**config.mk**
```make
export PLATFORM = sky130hd
export DESIGN_NAME = c64_loader_top
export DESIGN_NICKNAME = d
export VERILOG_FILES = /design/src/source/c64_mem_pkg.sv /design/src/source/c64_media_pkg.sv /design/src/source/c64_loader_top.sv /design/src/source/tape_reader.sv /design/src/source/slot_writer.sv /design/src/source/crt_header_parser.sv /design/src/source/load_control.sv
export SDC_FILE = /design/constraint.sdc
export NUM_CORES = 1
export LEC_CHECK = 0
export ABC_AREA = 1
export ABC_CLOCK_PERIOD_IN_PS = 4000
export BUFFER_PORTS_ARGS = -buffer_cell sky130_fd_sc_hd__buf_2
export CORE_MARGIN = 3
export CORE_UTILIZATION = 53
export DETAILED_ROUTE_END_ITERATION = 12
export PLACE_DENSITY = 0.85
export SETUP_SLACK_MARGIN = 0.2
export SLEW_MARGIN = 5
export SYNTH_ARGS = -nofsm -noshare
export SYNTH_HDL_FRONTEND = slang
export SYNTH_SLANG_ARGS = --single-unit
export TNS_END_PERCENT = 100
```
**constraint.sdc**
```tcl
create_clock -name clk_sys -period 4 [get_ports clk_sys]
set_input_delay 0.6 -clock clk_sys [delete_from_list [all_inputs] [get_ports clk_sys]]
set_output_delay 0.6 -clock clk_sys [all_outputs]
set_load 0.05 [all_outputs]
```
**src/source/c64_mem_pkg.sv**
```systemverilog
//======================================================================
// Memory-side types of the media loader
// SDRAM byte address, request records and fixed region bases
//======================================================================
`default_nettype none

package c64_mem_pkg;

	// Byte address into SDRAM
	typedef logic [24:0] mem_addr_t;

	// Request presented to SDRAM inside a bus slot
	typedef struct packed {
		logic       ce;
		logic       we;
		mem_addr_t  addr;
		logic [7:0] data;
	} mem_req_t;

	// Write held by the control path until a slot takes it
	typedef struct packed {
		logic       pending;
		mem_addr_t  addr;
		logic [7:0] data;
	} wr_req_t;

	// Fixed load regions
	localparam mem_addr_t CRT_BASE = 25'h0100000;
	localparam mem_addr_t TAP_BASE = 25'h0200000;

	// Erase pattern flips every 64 bytes
	localparam int unsigned ERASE_PAGE_BIT = 6;

endpackage

`default_nettype wire
```
**src/source/c64_media_pkg.sv**
```systemverilog
//======================================================================
// Media-side definitions of the media loader
// Media kinds, host stream record, cartridge records, header offsets
//======================================================================
`default_nettype none

package c64_media_pkg;

	typedef enum logic [1:0] {
		NONE = 2'd0,
		PRG  = 2'd1,
		CRT  = 2'd2,
		TAP  = 2'd3
	} media_e;

	// Host download indices
	localparam logic [7:0] IDX_PRG     = 8'h03;
	localparam logic [7:0] IDX_CRT     = 8'h04;
	localparam logic [7:0] IDX_CRT_ALT = 8'hC0;
	localparam logic [7:0] IDX_TAP     = 8'h05;

	// Byte stream from the host
	typedef struct packed {
		logic        download;
		logic        wr;
		logic [24:0] addr;
		logic [7:0]  data;
		logic [7:0]  index;
	} ioctl_t;

	// Cartridge file header
	typedef struct packed {
		logic [15:0] id;
		logic [7:0]  exrom;
		logic [7:0]  game;
	} cart_info_t;

	// One chip packet of the cartridge
	typedef struct packed {
		logic [7:0]             bank_type;
		logic [15:0]            num;
		logic [15:0]            laddr;
		logic [15:0]            size;
		c64_mem_pkg::mem_addr_t raddr;
	} cart_bank_t;

	// File offsets, id is big-endian
	localparam logic [24:0] CRT_ID_OFS    = 25'h16;
	localparam logic [24:0] CRT_EXROM_OFS = 25'h18;
	localparam logic [24:0] CRT_GAME_OFS  = 25'h19;
	localparam logic [24:0] CRT_CHIPS_OFS = 25'h40;

endpackage

`default_nettype wire

```
**src/source/c64_loader_top.sv**
```systemverilog
//======================================================================
// Media loader top level
// Control path plus cartridge parser, slot writer and tape reader
//======================================================================
`timescale 1ns/1ps
`default_nettype none

module c64_loader_top #(
	parameter int unsigned            ERASE_PACE_LOG2 = 5,
	parameter c64_mem_pkg::mem_addr_t ERASE_TOP       = 25'h000FFFF
) (
	input  wire                            clk_sys,
	input  wire                            reset_n,
	input  wire c64_media_pkg::ioctl_t     ioctl_i,
	output logic                           ioctl_wait_o,
	input  wire                            bus_slot_i,
	input  wire [7:0]                      mem_rdata_i,
	input  wire                            erase_start_i,
	input  wire                            detach_i,
	input  wire                            tap_play_btn_i,
	input  wire                            tap_full_i,
	input  wire                            tap_empty_i,
	input  wire                            cass_motor_i,
	output c64_mem_pkg::mem_req_t          mem_req_o,
	output c64_media_pkg::cart_info_t      cart_info_o,
	output c64_media_pkg::cart_bank_t      cart_bank_o,
	output logic                           cart_bank_wr_o,
	output logic                           cart_attached_o,
	output logic                           erasing_o,
	output logic                           tap_wr_o,
	output logic [7:0]                     tap_data_o,
	output logic                           tap_play_o,
	output logic                           tap_restart_o
);
	import c64_mem_pkg::*;
	import c64_media_pkg::*;

	wr_req_t    wr_req;
	logic       wr_taken;
	media_e     media;
	logic       crt_byte;
	logic       crt_payload;
	logic       crt_align;
	logic       rd_req;
	mem_addr_t  rd_addr;
	logic       rd_done;
	logic [7:0] rd_data;

	load_control #(
		.ERASE_PACE_LOG2 (ERASE_PACE_LOG2),
		.ERASE_TOP       (ERASE_TOP)
	) u_load_control (
		.clk_sys         (clk_sys),
		.reset_n         (reset_n),
		.ioctl_i         (ioctl_i),
		.erase_start_i   (erase_start_i),
		.detach_i        (detach_i),
		.crt_payload_i   (crt_payload),
		.crt_align_i     (crt_align),
		.wr_taken_i      (wr_taken),
		.media_o         (media),
		.crt_byte_o      (crt_byte),
		.wr_req_o        (wr_req),
		.ioctl_wait_o    (ioctl_wait_o),
		.erasing_o       (erasing_o),
		.cart_attached_o (cart_attached_o)
	);

	// Bank raddr is the load address after alignment
	crt_header_parser u_crt_header_parser (
		.clk_sys        (clk_sys),
		.reset_n        (reset_n),
		.ioctl_i        (ioctl_i),
		.crt_byte_i     (crt_byte),
		.load_addr_i    (wr_req.addr),
		.crt_payload_o  (crt_payload),
		.crt_align_o    (crt_align),
		.cart_info_o    (cart_info_o),
		.cart_bank_o    (cart_bank_o),
		.cart_bank_wr_o (cart_bank_wr_o)
	);

	slot_writer u_slot_writer (
		.clk_sys     (clk_sys),
		.reset_n     (reset_n),
		.bus_slot_i  (bus_slot_i),
		.wr_req_i    (wr_req),
		.rd_req_i    (rd_req),
		.rd_addr_i   (rd_addr),
		.mem_rdata_i (mem_rdata_i),
		.mem_req_o   (mem_req_o),
		.wr_taken_o  (wr_taken),
		.rd_done_o   (rd_done),
		.rd_data_o   (rd_data)
	);

	tape_reader u_tape_reader (
		.clk_sys        (clk_sys),
		.reset_n        (reset_n),
		.ioctl_i        (ioctl_i),
		.media_i        (media),
		.tap_play_btn_i (tap_play_btn_i),
		.tap_full_i     (tap_full_i),
		.tap_empty_i    (tap_empty_i),
		.cass_motor_i   (cass_motor_i),
		.rd_done_i      (rd_done),
		.rd_data_i      (rd_data),
		.rd_req_o       (rd_req),
		.rd_addr_o      (rd_addr),
		.tap_wr_o       (tap_wr_o),
		.tap_data_o     (tap_data_o),
		.tap_play_o     (tap_play_o),
		.tap_restart_o  (tap_restart_o)
	);

endmodule

`default_nettype wire

```
**src/source/tape_reader.sv**
```systemverilog
//======================================================================
// Tape playback reader
// Tape extent, play state and feeding of the external tape FIFO
//======================================================================
`timescale 1ns/1ps
`default_nettype none

module tape_reader (
	input  wire                          clk_sys,
	input  wire                          reset_n,
	input  wire c64_media_pkg::ioctl_t   ioctl_i,
	input  wire c64_media_pkg::media_e   media_i,
	input  wire                          tap_play_btn_i,
	input  wire                          tap_full_i,
	input  wire                          tap_empty_i,
	input  wire                          cass_motor_i,
	input  wire                          rd_done_i,
	input  wire [7:0]                    rd_data_i,
	output logic                         rd_req_o,
	output c64_mem_pkg::mem_addr_t       rd_addr_o,
	output logic                         tap_wr_o,
	output logic [7:0]                   tap_data_o,
	output logic                         tap_play_o,
	output logic                         tap_restart_o
);
	import c64_mem_pkg::*;
	import c64_media_pkg::*;

	mem_addr_t play_addr;
	mem_addr_t last_addr;
	logic      tape_download;
	logic      tap_loaded;
	logic      near_end;
	logic      tap_reset;
	logic      btn_d;
	logic      empty_d;

	assign tape_download = ioctl_i.download & (media_i == TAP);
	assign tap_loaded    = play_addr < last_addr;
	assign near_end      = (last_addr - play_addr) < 25'd80;
	// Motor running close to the end rewinds and unloads
	assign tap_reset     = tape_download | (cass_motor_i & near_end);
	assign tap_restart_o = tap_reset;
	assign rd_req_o      = tap_loaded & ~tap_full_i & ~tap_reset;
	assign rd_addr_o     = TAP_BASE + play_addr;
	assign tap_data_o    = rd_data_i;

	always_ff @(posedge clk_sys) begin
		if (!reset_n) begin
			play_addr  <= '0;
			last_addr  <= '0;
			tap_play_o <= 1'b0;
			tap_wr_o   <= 1'b0;
			btn_d      <= 1'b0;
			empty_d    <= 1'b0;
		end else begin
			btn_d    <= tap_play_btn_i;
			empty_d  <= tap_empty_i;
			tap_wr_o <= 1'b0;
			if (tap_reset) begin
				// One extra byte for the decoder's early FIFO check
				last_addr  <= tape_download ? ioctl_i.addr + 25'd2 : 25'd0;
				play_addr  <= '0;
				tap_play_o <= tape_download;
			end else begin
				if (tap_play_btn_i && !btn_d)
					tap_play_o <= ~tap_play_o;
				if (tap_empty_i && !empty_d)
					tap_play_o <= 1'b0;
				if (rd_done_i) begin
					play_addr <= play_addr + 1'b1;
					tap_wr_o  <= 1'b1;
				end
			end
		end
	end

endmodule

`default_nettype wire

```
**src/source/slot_writer.sv**
```systemverilog
//======================================================================
// Bus slot requester
// Issues pending writes or tape reads inside the granted memory slot
//======================================================================
`timescale 1ns/1ps
`default_nettype none

module slot_writer (
	input  wire                          clk_sys,
	input  wire                          reset_n,
	input  wire                          bus_slot_i,
	input  wire c64_mem_pkg::wr_req_t    wr_req_i,
	input  wire                          rd_req_i,
	input  wire c64_mem_pkg::mem_addr_t  rd_addr_i,
	input  wire [7:0]                    mem_rdata_i,
	output c64_mem_pkg::mem_req_t        mem_req_o,
	output logic                         wr_taken_o,
	output logic                         rd_done_o,
	output logic [7:0]                   rd_data_o
);
	logic        slot_d;
	logic        slot_fall;
	logic        perform;
	logic        ce_q;
	logic        we_q;
	logic [24:0] addr_q;
	logic [7:0]  data_q;

	assign slot_fall = slot_d & ~bus_slot_i;
	// Slot high for two cycles in a row completes the access
	assign perform    = slot_d & bus_slot_i & ce_q;
	assign wr_taken_o = perform & we_q;
	assign rd_done_o  = perform & ~we_q;
	assign mem_req_o  = {ce_q, we_q, addr_q, data_q};

	always_ff @(posedge clk_sys) begin
		if (!reset_n) begin
			slot_d <= 1'b0;
			ce_q   <= 1'b0;
			we_q   <= 1'b0;
		end else begin
			slot_d <= bus_slot_i;
			if (perform) begin
				ce_q <= 1'b0;
				we_q <= 1'b0;
			end else if (slot_fall) begin
				// Writes win over tape reads
				ce_q <= wr_req_i.pending | rd_req_i;
				we_q <= wr_req_i.pending;
			end
		end
	end

	always_ff @(posedge clk_sys) begin
		if (slot_fall) begin
			addr_q <= wr_req_i.pending ? wr_req_i.addr : rd_addr_i;
			data_q <= wr_req_i.data;
		end
		if (rd_done_o)
			rd_data_o <= mem_rdata_i;
	end

endmodule

`default_nettype wire

```
**src/source/crt_header_parser.sv**
```systemverilog
//======================================================================
// Cartridge header parser
// File header fields, chip packet records, alignment and payload flags
//======================================================================
`timescale 1ns/1ps
`default_nettype none

module crt_header_parser (
	input  wire                          clk_sys,
	input  wire                          reset_n,
	input  wire c64_media_pkg::ioctl_t   ioctl_i,
	input  wire                          crt_byte_i,
	input  wire c64_mem_pkg::mem_addr_t  load_addr_i,
	output logic                         crt_payload_o,
	output logic                         crt_align_o,
	output c64_media_pkg::cart_info_t    cart_info_o,
	output c64_media_pkg::cart_bank_t    cart_bank_o,
	output logic                         cart_bank_wr_o
);
	import c64_media_pkg::*;

	logic [3:0]  hdr_cnt;
	logic [31:0] blk_len;
	logic        in_chips;
	logic        chip_idle;

	assign in_chips  = crt_byte_i && (ioctl_i.addr >= CRT_CHIPS_OFS);
	assign chip_idle = (hdr_cnt == 4'd0) && (blk_len == 32'd0);

	// First byte of a chip packet, else data while length remains
	assign crt_align_o   = in_chips & chip_idle;
	assign crt_payload_o = in_chips & (hdr_cnt == 4'd0) & (blk_len != 32'd0);

	always_ff @(posedge clk_sys) begin
		if (!reset_n) begin
			hdr_cnt        <= '0;
			blk_len        <= '0;
			cart_bank_wr_o <= 1'b0;
		end else begin
			cart_bank_wr_o <= 1'b0;
			if (crt_byte_i && ioctl_i.addr == 25'd0) begin
				hdr_cnt <= '0;
				blk_len <= '0;
			end else if (in_chips) begin
				if (chip_idle) begin
					hdr_cnt <= 4'd1;
				end else if (hdr_cnt != 4'd0) begin
					// Wraps back to zero after the last header byte
					hdr_cnt <= hdr_cnt + 1'b1;
					case (hdr_cnt)
						4'd4:  blk_len[31:24] <= ioctl_i.data;
						4'd5:  blk_len[23:16] <= ioctl_i.data;
						4'd6:  blk_len[15:8]  <= ioctl_i.data;
						4'd7:  blk_len[7:0]   <= ioctl_i.data;
						4'd8:  blk_len        <= blk_len - 32'h10;
						4'd15: cart_bank_wr_o <= 1'b1;
						default: ;
					endcase
				end else begin
					blk_len <= blk_len - 1'b1;
				end
			end
		end
	end

	//==================================================================
	// Record fields
	//==================================================================
	always_ff @(posedge clk_sys) begin
		if (crt_byte_i) begin
			case (ioctl_i.addr)
				CRT_ID_OFS:          cart_info_o.id[15:8] <= ioctl_i.data;
				CRT_ID_OFS + 25'd1:  cart_info_o.id[7:0]  <= ioctl_i.data;
				CRT_EXROM_OFS:       cart_info_o.exrom    <= ioctl_i.data;
				CRT_GAME_OFS:        cart_info_o.game     <= ioctl_i.data;
				default: ;
			endcase
		end
		if (in_chips && hdr_cnt != 4'd0) begin
			case (hdr_cnt)
				4'd9:  cart_bank_o.bank_type   <= ioctl_i.data;
				4'd10: cart_bank_o.num[15:8]   <= ioctl_i.data;
				4'd11: cart_bank_o.num[7:0]    <= ioctl_i.data;
				4'd12: cart_bank_o.laddr[15:8] <= ioctl_i.data;
				4'd13: cart_bank_o.laddr[7:0]  <= ioctl_i.data;
				4'd14: cart_bank_o.size[15:8]  <= ioctl_i.data;
				4'd15: begin
					cart_bank_o.size[7:0] <= ioctl_i.data;
					cart_bank_o.raddr     <= load_addr_i;
				end
				default: ;
			endcase
		end
	end

endmodule

`default_nettype wire

```
**src/source/load_control.sv**
```systemverilog
//======================================================================
// Loader control path
// Media decode, load address, pending write, erase and cart attach
//======================================================================
`timescale 1ns/1ps
`default_nettype none

module load_control #(
	parameter int unsigned            ERASE_PACE_LOG2 = 5,
	parameter c64_mem_pkg::mem_addr_t ERASE_TOP       = 25'h000FFFF
) (
	input  wire                         clk_sys,
	input  wire                         reset_n,
	input  wire c64_media_pkg::ioctl_t  ioctl_i,
	input  wire                         erase_start_i,
	input  wire                         detach_i,
	input  wire                         crt_payload_i,
	input  wire                         crt_align_i,
	input  wire                         wr_taken_i,
	output c64_media_pkg::media_e       media_o,
	output logic                        crt_byte_o,
	output c64_mem_pkg::wr_req_t        wr_req_o,
	output logic                        ioctl_wait_o,
	output logic                        erasing_o,
	output logic                        cart_attached_o
);
	import c64_mem_pkg::*;
	import c64_media_pkg::*;

	mem_addr_t                  load_addr;
	mem_addr_t                  erase_last;
	logic [7:0]                 wr_data;
	logic                       pending;
	logic                       host_wr;
	logic                       erase_cram;
	logic                       old_download;
	logic                       old_detach;
	logic [ERASE_PACE_LOG2-1:0] erase_pace;

	always_comb begin
		case (ioctl_i.index)
			IDX_PRG:     media_o = PRG;
			IDX_CRT,
			IDX_CRT_ALT: media_o = CRT;
			IDX_TAP:     media_o = TAP;
			default:     media_o = NONE;
		endcase
	end

	// Host bytes are ignored while the erase owns the address
	assign host_wr      = ioctl_i.wr & ~erasing_o;
	assign crt_byte_o   = host_wr & (media_o == CRT);
	assign ioctl_wait_o = pending;
	assign wr_req_o     = {pending, load_addr, wr_data};

	// Cartridge RAM area is wiped too after a cartridge load
	assign erase_last = erase_cram ? (ERASE_TOP | 25'h0010000) : ERASE_TOP;

	always_ff @(posedge clk_sys) begin
		if (erasing_o)
			wr_data <= {8{load_addr[ERASE_PAGE_BIT]}};
		else if (host_wr)
			wr_data <= ioctl_i.data;
	end

	always_ff @(posedge clk_sys) begin
		if (!reset_n) begin
			load_addr       <= '0;
			pending         <= 1'b0;
			erasing_o       <= 1'b0;
			erase_cram      <= 1'b0;
			erase_pace      <= '0;
			old_download    <= 1'b0;
			old_detach      <= 1'b0;
			cart_attached_o <= 1'b0;
		end else begin
			old_download <= ioctl_i.download;
			old_detach   <= detach_i;

			if (wr_taken_i) begin
				pending   <= 1'b0;
				load_addr <= load_addr + 1'b1;
			end

			if (host_wr) begin
				case (media_o)
					PRG: begin
						// Little-endian load address in the first two bytes
						if (ioctl_i.addr == 25'd0)
							load_addr <= {17'd0, ioctl_i.data};
						else if (ioctl_i.addr == 25'd1)
							load_addr[15:8] <= ioctl_i.data;
						else
							pending <= 1'b1;
					end
					CRT: begin
						if (ioctl_i.addr == 25'd0)
							load_addr <= CRT_BASE;
						else if (crt_align_i && load_addr[12:0] != 13'd0)
							load_addr <= {load_addr[24:13] + 1'b1, 13'd0};
						if (crt_payload_i)
							pending <= 1'b1;
					end
					TAP: begin
						if (ioctl_i.addr == 25'd0)
							load_addr <= TAP_BASE;
						pending <= 1'b1;
					end
					default: ;
				endcase
			end

			//==============================================================
			// Paced erase
			//==============================================================
			if (erase_start_i && !erasing_o) begin
				erasing_o  <= 1'b1;
				erase_pace <= '0;
				load_addr  <= '0;
			end else if (erasing_o && !pending) begin
				erase_pace <= erase_pace + 1'b1;
				if (&erase_pace) begin
					if (load_addr <= erase_last) begin
						pending <= 1'b1;
					end else begin
						erasing_o  <= 1'b0;
						erase_cram <= 1'b0;
					end
				end
			end

			// Attached once a cartridge download ends
			if (old_download != ioctl_i.download && media_o == CRT) begin
				cart_attached_o <= old_download;
				if (old_download)
					erase_cram <= 1'b1;
			end
			if (detach_i && !old_detach)
				cart_attached_o <= 1'b0;
		end
	end

endmodule

`default_nettype wire

```
==> results of run 1 <==
[registers in the layout, indices dropped and copies added (netlist names), 4 cells and up]
signal                           flops
u_slot_writer.data_q                 8
u_tape_reader.last_addr             25
u_crt_header_parser.blk_len         32
u_load_control.erase_pace            5
u_load_control.wr_data               8
u_tape_reader.play_addr             25
u_crt_header_parser.hdr_cnt          4
u_slot_writer.addr_q                25
u_crt_header_parser.cart_bank_o     81
u_slot_writer.rd_data_o              8
u_crt_header_parser.cart_info_o     32
u_load_control.load_addr            25
[placed cells by master (no fill, tap or decap), drive strengths merged, types with 2 or more instances in the layout]
cell type / instances
xor2: 63
buf: 249
nor2: 233
a41oi: 2
a21oi: 106
a31oi: 6
xnor2: 7
o21ai: 146
o41ai: 2
inv: 287
dfxtp: 130
diode: 4
o211ai: 19
nand3: 129
ha: 40
o2111ai: 3
a221oi: 4
nor3: 67
o221ai: 2
clkinv: 9
or2: 6
o31ai: 6
o21bai: 7
a211oi: 9
edfxtp: 162
nand4: 44
and2: 3
o22ai: 2
bufinv: 11
a311oi: 3
clkinvlp: 4
nand3b: 8
nand2: 393
clkbuf: 35
nor4: 25
[through the flow]
step,cell area (um2),setup slack (ns),util (%)
floorplan,15900,0.808,-
global placement,17500,0.352,60.0
detailed placement,17500,0.427,60.0
CTS,18800,0.285,64.4
global route,19000,0.192,65.0
finish,19000,0.353,65.0
[timing repair]
action | CTS | global route
gates resized for setup | 12 | 32
pin swaps | 1 | 3
cloned | 0 | 0
endpoints found under the setup margin | 1 | 1
setup buffers | 1 | 5
[final cells by class]
cell class | count | area [um2]
Fill cell | 2437 | 10200
Sequential cell | 292 | 7470
Multi-Input combinational cell | 1341 | 7380
Timing Repair Buffer | 249 | 1320
Inverter | 288 | 1080
Clock buffer | 35 | 811
Tap cell | 384 | 480
Clock inverter | 23 | 414
Antenna cell | 4 | 10.0
[kinds of logic (layout without fill, tap and decap cells)]
family,after synthesis,count (layout),share of synthesized area (%)
AND/OR/NAND/NOR,909,909,26.1
AO/OA/AOI/OAI,322,322,12.0
buffers and inverters,321,595,8.07
flip-flops,292,292,46.9
XOR/XNOR,70,70,3.85
adder cells (fa/ha/maj),40,40,3.14
other,0,4,0
[critical path, stage by stage, from the launching register on]
cell and delay [ns]:
dfxtp_1 0.33, inv_1 0.08, ha_1 0.37, nand2_1 0.09, nand2_1 0.13, a21oi_2 0.23
nand2_2 0.16, nand2_2 0.09, nand3_1 0.07, nand2_1 0.09, nand3_1 0.14, nor2_1 0.12
nand2_1 0.09, nor2_4 0.13, nand3_4 0.09, nand2_1 0.09, buf_6 0.18
[per-layer routing]
layer	vias up	GRT usage [%]
li1	7088	-
met1	7145	42.9
met2	868	50.6
met3	154	7.04
met4	8	10.5
met5	-	0
[how the worst max path moves through the flow]
stage | endpoint | slack, ns | cells after the start | startpoint
2_1_floorplan | u_crt_header_parser.cart_bank_o[0]$_DFFE_PP_ | 0.81 | 7 | ioctl_i[7]
3_3_place_gp | tap_restart_o | 0.35 | 17 | u_tape_reader.play_addr[6]$_SDFFE_PP0P_
3_5_place_dp | tap_restart_o | 0.43 | 17 | u_tape_reader.play_addr[6]$_SDFFE_PP0P_
4_1_cts | tap_restart_o | 0.29 | 17 | u_tape_reader.play_addr[5]$_SDFFE_PP0P_
5_1_grt | tap_restart_o | 0.19 | 16 | u_tape_reader.play_addr[4]$_SDFFE_PP0P_
6_report | tap_restart_o | 0.35 | 16 | u_tape_reader.play_addr[4]$_SDFFE_PP0P_
[where the power goes]
group	internal [W]	switching, W
registers	0.00318	0.0000152
clock network	0.00217	0.00125
logic	0.0000731	0.000230
total	0.00542	0.00149
==> results.cfg, run 1 <==
[die]
std_cell_rows = 62
die_y_um = 179
coreArea_mm2 = 0.0292
die_x_um = 179
die_area_mm2 = 0.0322
ios = 223
start_util_pct = 54.6

[synthesis]
synth_area_per_cell_um2 = 8.15
syn_nets = 2054
syn_area_mm2 = 0.0159
synth_cell_types = 61
synth_edf_count = 162
yosysMostFrequentCell = nand2_1
synth_area_leaders = edfxtp_1 (31%), dfxtp_1 (16%), nand2_1 (9.1%)
ys.flop_type = edfxtp_1
yosysSeqAreaShare_pct = 46.9
synth_top_cell_by_area = edfxtp_1
synth-seq-cells = 292
synth_top_area_share_pct = 30.5
netlist_instances = 1954
synthArstFlopShare_pct = 0
synth_common_cells = nand2_1 (387), inv_1 (273), nor2_1 (214), edfxtp_1 (162), dfxtp_1 (130)
yosysWarnings = 0

[placement]
gp_congestion = 1.01
placedCellCount = 2548
portBuffers = 222
dp_hpwl_mm = 40.0

[grt]
grt_pass1_vias = 14309
grt_pass1_wl_mm = 79.0
antenna_found_initial = 8
grt.overflow.total = 0
track_usage_pct = 31.6
grt_start_max_net_pins = 51

[timing]
worstMarginPinSlew_ns = 1.07
fin_skew_ns = 0.0254
rsz0062_at_grt = false
fin_crit_sh_pct = 91.2
hold_violations = 0
finalCriticalPeriod_ns = 3.65
timing.fmax_ghz = 0.274
finalSetupViolations = 0
setup_tns_ns = 0
worst_slew_margin_rel_pct = 28.3
slew_violations = 0
fin_worst_hold_slack_ns = 0.215

[critical_path]
rrSetupSlack_ns = 0.77
setup.worst_path.start_class = flip-flop
crit_path_end_kind = output port
reg2regPathDepth = 16
r2r_start = u_tape_reader.play_addr[11]$_SDFFE_PP0P_
crit_required_ns = 3.40
reg2reg_to = u_tape_reader.last_addr[2]$_SDFFE_PN0P_
worstSetupPathType = flip-flop to output port
cp.arrival_ns = 3.05
cp_max_fo = 4

[clock_tree]
cts_hold_buf = 0
clk-insertion-delay-late_ns = 0.58
clk_pin_slew_ns = 0.06
cts_tree = yes
htreeDepth = 1
numCtsBuffers = 31
clkSinkCount = 292
clk_path_buf_depth = 3
cts_root_buf = clkbuf_16

[detailed_routing]
wl_met2_mm = 24.5
postRouteWirelength_mm = 53.1
met3WireLength_mm = 5.55
first_pass_iters = 8
wl_per_cell_um = 20.3
highest_layer = met5
drt-initial-drc-count = 1685
wl_met1_mm = 21.1
drc_errors = 0
drt.antenna.violating_nets = 0
dr_total_vias = 15263
via_per_inst = 5.83

[power_and_ir_drop]
peakVddDrop_uv = 351
pwr_density_cell_mw_per_mm2 = 365
p_leak_nw = 8.09
power_w = 0.00692

[hold_path]
hold_path_depth = 1
hold_class = input port to flip-flop
min_from = mem_rdata_i[6]
hold_end = u_slot_writer.rd_data_o[6]$_DFFE_PP_

[layout]
area_delta_synth_final_pct = 19.1
drive_gt1_share_pct = 19.2
nNetsFinal = 2303
instances_no_fill = 2616

[status]
status = finished, final reports clean

[job]
maxCapViolations = 0
Power figures use the tool's default switching activity.
==> run 2: changes to the inputs <==
--- a/config.mk
+++ b/config.mk
@@ -8,7 +8,7 @@
 export ABC_AREA = 1
 export ABC_CLOCK_PERIOD_IN_PS = 4000
 export BUFFER_PORTS_ARGS = -buffer_cell sky130_fd_sc_hd__buf_2
-export CORE_MARGIN = 3
+export CORE_MARGIN = 2
 export CORE_UTILIZATION = 53
 export DETAILED_ROUTE_END_ITERATION = 12
 export PLACE_DENSITY = 0.85
==> run 2 against run 1 <==
Against the previous run: routed wire length down 2.2%; via count down 0.29%; non-clock buffer count did not move; global-route usage up 0.24 points; critical path depth grew 1; first-iteration DRC count decreased by 0.47%; combinational power about the same; cell count is 0.27% higher; utilization is 1.6 points lower; design area decreased by 0.85%; sequential power about the same.
==> results.cfg, run 2 (synthesis gave the netlist of run 1 again) <==
[power_and_ir_drop]
swShare_pct = 23.0
peakVddDrop_uv = 335
power_w = 0.00653
pwr_density_cell_mw_per_mm2 = 347
switchingPower_w = 0.00151
power.share.sequential_pct = 48.9
power.internal_w = 0.00503
power.share.clock_pct = 46.4
p_leak_nw = 8.00
power_frac_comb_pct = 4.7

[grt]
use_met3_pct = 7.33
top_usage_layer = met2
grt_pass1_wl_mm = 77.6
grt_use_met1_pct = 44.0
grt.overflow.total = 0
antenna_found_initial = 5
met2_usage_pct = 48.9
grt_start_max_net_pins = 39
grt_pass1_vias = 13985
track_usage_pct = 31.9

[layout]
fin_area_mm2 = 0.0188
largest_reg_flops = 81
layout_commonest_cell = nand2_1
final_util_pct = 63.5
drive_gt1_share_pct = 18.9
top_regs = u_crt_header_parser.cart_bank_o: 81 flops, u_crt_header_parser.blk_len: 32 flops, u_crt_header_parser.cart_info_o: 32 flops
nFillCells = 2511
regMostFlops = u_crt_header_parser.cart_bank_o
area_delta_synth_final_pct = 18.1
final_cell_mix = nand2_1 (382), inv_1 (272), buf_2 (221), nor2_1 (203), edfxtp_1 (162)
nNetsFinal = 2303

[detailed_routing]
drt-initial-drc-count = 1677
postRouteWirelength_mm = 51.9
dr_total_vias = 15218
drc_errors = 0
via_per_inst = 5.80
first_pass_iters = 6
drt.antenna.violating_nets = 0
wl_per_cell_um = 19.8

[timing]
fin_skew_ns = 0.0208
timing.fmax_ghz = 0.271
finalSetupViolations = 0
finalCriticalPeriod_ns = 3.69
rsz0062_at_grt = false
worst_slew_margin_rel_pct = 31.7
setup_tns_ns = 0
worstMarginPinSlew_ns = 1.02
fin_worst_hold_slack_ns = 0.189
fin_crit_sh_pct = 92.2
slew_violations = 0
hold_violations = 0

[status]
status = finished, final reports clean

[clock_tree]
numCtsBuffers = 31
clk_pin_slew_ns = 0.07
cts_hold_buf = 0
clk_path_buf_depth = 3
cts_tree = yes
clk-insertion-delay-late_ns = 0.58
htreeDepth = 1
cts_root_buf = clkbuf_16
clkSinkCount = 292

[die]
die_y_um = 177
die_x_um = 177
start_util_pct = 53.7
ios = 223
coreArea_mm2 = 0.0296
die_area_mm2 = 0.0314
std_cell_rows = 63

[critical_path]
worstSetupPathType = flip-flop to output port
cp.arrival_ns = 3.09
crit_required_ns = 3.40
crit_path_end_kind = output port
cp_max_fo = 4
setup.worst_path.start_class = flip-flop

[placement]
place_area_mm2 = 0.0175
portBuffers = 222
dp_hpwl_mm = 38.9
gp_congestion = 0.955

[job]
maxCapViolations = 0

[hold_path]
hold_class = input port to flip-flop
## run 2: critical path, stage by stage, from the launching register on
cell and delay [ns]:
dfxtp_1 0.36, inv_1 0.09, ha_1 0.35, nand2_2 0.10
nor2_2 0.20, nand3_1 0.17, nand2_2 0.16, nand2_2 0.07
nand2_1 0.06, nand2_1 0.05, nand2_1 0.07, nand3_1 0.11
nor2_1 0.11, nand2_1 0.09, nor2_4 0.15, nand3_4 0.11
nand2_1 0.10, buf_6 0.18
## run 2: path summary, 6_finish.rpt
path / from / to / slack (ns) / cells past startpoint
max: u_tape_reader.play_addr[3]$_SDFFE_PP0P_ / tap_restart_o / 0.31 / 17
min: mem_rdata_i[1] / u_slot_writer.rd_data_o[1]$_DFFE_PP_ / 0.19 / 1
max reg2reg: u_crt_header_parser.hdr_cnt[0]$_SDFFE_PP0P_ / u_crt_header_parser.blk_len[14]$_SDFFE_PP0P_ / 0.71 / 13
min reg2reg: u_load_control.wr_data[7]$_DFFE_PP_ / u_slot_writer.data_q[7]$_DFFE_PP_ / 0.42 / 0
## run 2: timing repair
item / CTS / global route
endpoints found under the setup margin: 1 / 1
pin swaps: 1 / 0
resized for setup: 6 / 34
buffers inserted: 2 / 0
## run 2: stage by stage
step | instances | worst slack, ns
after floorplan | 1954 | 0.808
after CTS | 2618 | 0.257
after detailed placement | 2558 | 0.642
after global placement | 2558 | 0.559
final | 2623 | 0.313
after global routing | 2623 | 0.207
## run 2: power groups by stage
| stage | registers, W | logic, W | clock network [W] |
|---|---|---|---|
| final | 0.00320 | 0.000306 | 0.00303 |
| after global routing | 0.00320 | 0.000325 | 0.00316 |
| after CTS | 0.00320 | 0.000297 | 0.00305 |
| after detailed placement | 0.00326 | 0.000289 | 0 |
| after global placement | 0.00326 | 0.000282 | 0 |
| after floorplan | 0.00329 | 0.000135 | 0 |
## run 2: metal layers
layer | routed length [um] | vias to the layer above | share of wire (%)
li1 | - | 7085 | -
met1 | 21200 | 7065 | 41
met2 | 22900 | 935 | 44
met3 | 5960 | 133 | 11
met4 | 1900 | 0 | 3.7
met5 | 0 | - | 0
## run 2: cell type report
type | count | area (um2) | area share [%]
Tap cell | 390 | 488 | 2.59
Multi-Input combinational cell | 1341 | 7370 | 39.2
Timing Repair Buffer | 249 | 1320 | 7.02
Antenna cell | 5 | 12.5 | 0.0665
Sequential cell | 292 | 7470 | 39.7
Inverter | 288 | 1080 | 5.75
Clock buffer | 35 | 801 | 4.26
Clock inverter | 23 | 269 | 1.43
==> run 3: changes to the inputs <==
--- a/config.mk
+++ b/config.mk
@@ -11,7 +11,7 @@
 export CORE_MARGIN = 2
 export CORE_UTILIZATION = 53
 export DETAILED_ROUTE_END_ITERATION = 12
-export PLACE_DENSITY = 0.85
+export PLACE_DENSITY = 0.88
 export SETUP_SLACK_MARGIN = 0.2
 export SLEW_MARGIN = 5
 export SYNTH_ARGS = -nofsm -noshare
==> run 3 against run 2 <==
Against the previous run: utilization grew 0.055 points; largest power group unchanged; highest routed layer is now met5; non-clock buffer count down 1; design area is essentially flat; largest cell class unchanged.
==> results.cfg, run 3 (synthesis gave the netlist of run 1 again) <==
[timing]
fin_crit_sh_pct = 92.2
fin_skew_ns = 0.0209
rsz0062_at_grt = false
finalSetupViolations = 0
hold_violations = 0
slew_violations = 0
worst_slew_margin_rel_pct = 30.2
worstMarginPinSlew_ns = 1.05
finalCriticalPeriod_ns = 3.69
setup_tns_ns = 0
setup_ws_ns = 0.312
timing.fmax_ghz = 0.271

[layout]
drive_gt1_share_pct = 19.3
final_cell_mix = nand2_1 (381), inv_1 (270), buf_2 (221), nor2_1 (201), edfxtp_1 (162)
fin_area_mm2 = 0.0188
top_regs = u_crt_header_parser.cart_bank_o: 81 flops, u_crt_header_parser.blk_len: 32 flops, u_crt_header_parser.cart_info_o: 32 flops
instances_no_fill = 2622
nNetsFinal = 2301
area_delta_synth_final_pct = 18.2
nFillCells = 2496
regMostFlops = u_crt_header_parser.cart_bank_o
layout_commonest_cell = nand2_1
largest_reg_flops = 81

[placement]
portBuffers = 222
dp_hpwl_mm = 39.7
placedCellCount = 2558
dp_slack_ns = 0.717
gp_congestion = 0.996
place_area_mm2 = 0.0175

[die]
die_area_mm2 = 0.0314
start_util_pct = 53.7
die_y_um = 177
coreArea_mm2 = 0.0296
die_x_um = 177
std_cell_rows = 63
ios = 223

[detailed_routing]
drt.antenna.violating_nets = 0
drt-initial-drc-count = 1803
wl_met2_mm = 23.8
dr_total_vias = 15245
via_per_inst = 5.81
met3WireLength_mm = 5.54
first_pass_iters = 6
wl_met1_mm = 21.6
postRouteWirelength_mm = 52.6
highest_layer = met5
drc_errors = 0
wl_per_cell_um = 20.1

[clock_tree]
clk_pin_slew_ns = 0.07
clk-insertion-delay-late_ns = 0.57
cts_hold_buf = 0
cts_root_buf = clkbuf_16
numCtsBuffers = 30
clkSinkCount = 292
clk_path_buf_depth = 3
cts_tree = yes
htreeDepth = 1

[grt]
grt_start_max_net_pins = 47
antenna_found_initial = 8
track_usage_pct = 32.4
grt_pass1_vias = 14066
grt.overflow.total = 0
grt_pass1_wl_mm = 79.1

[job]
maxCapViolations = 0

[power_and_ir_drop]
p_leak_nw = 8.00
peakVddDrop_uv = 321
pwr_density_cell_mw_per_mm2 = 344

[critical_path]
crit_path_end_kind = output port
cp-startpoint = u_tape_reader.play_addr[8]$_SDFFE_PP0P_
worstSetupPathType = flip-flop to output port
cp_max_fo = 5
crit_required_ns = 3.40
cp.arrival_ns = 3.09
r2r_start = u_tape_reader.play_addr[4]$_SDFFE_PP0P_
setup.worst_path.start_class = flip-flop

[hold_path]
min_from = mem_rdata_i[7]
hold_class = input port to flip-flop

[status]
status = finished, final reports clean
## run 3: final timing paths
| path | to | slack, ns | cells after the start |
|---|---|---|---|
| worst max-delay path | tap_restart_o | 0.31 | 15 |
| worst min-delay path | u_slot_writer.rd_data_o[7]$_DFFE_PP_ | 0.21 | 1 |
| worst max register to register | u_tape_reader.last_addr[6]$_SDFFE_PN0P_ | 0.68 | 16 |
| worst min register to register | u_slot_writer.data_q[7]$_DFFE_PP_ | 0.42 | 0 |
## run 3: per-stage QoR
stage / power, W / utilization, % / hold WS, ns
finish: 0.00647 / 63.5 / 0.215
global route: 0.00660 / 63.5 / 0.212
CTS: 0.00646 / 62.7 / 0.202
detailed placement: 0.00355 / 59.1 / 0.406
global placement: 0.00354 / 59.1 / 0.406
floorplan: 0.00342 / - / 0.400
## run 3: power by group
| group | total [W] | switching, W | leakage (nW) | internal, W |
|---|---|---|---|---|
| logic | 0.000301 | 0.000227 | 4.94 | 0.0000740 |
| registers | 0.00320 | 0.0000154 | 2.55 | 0.00318 |
| clock network | 0.00297 | 0.00125 | 0.502 | 0.00172 |
## run 3: cell type report
cell class	count	area [um2]	share of cell area [%]
Multi-Input combinational cell	1341	7410	39.4
Clock inverter	18	221	1.18
Clock buffer	38	822	4.37
Tap cell	390	488	2.59
Timing Repair Buffer	248	1310	6.97
Sequential cell	292	7470	39.7
Inverter	288	1080	5.76
Antenna cell	7	17.5	0.0930
## run 3: timing repair
item,in CTS,in global routing
pin swaps,0,4
setup endpoints to repair,1,1
setup buffers,0,1
resized for setup,5,49
## run 3: metal layers
metal / global-route usage [%] / up-vias
li1: - / 7093
met1: 45.8 / 7070
met2: 50.7 / 935
met3: 5.53 / 145
met4: 10.5 / 2
met5: 0 / -
## run 3: worst max-delay path: stages (launching register included)
cell and delay, ns:
dfxtp_1 0.39, inv_1 0.11, ha_2 0.34, nand2_2 0.15
inv_1 0.07, a21oi_2 0.21, nor2_2 0.08, nor2_1 0.12
nand2_1 0.10, nand3_1 0.08, nand2_1 0.08, xor2_1 0.17
nor2_1 0.19, nand3_4 0.14, nand2_1 0.12, buf_6 0.18
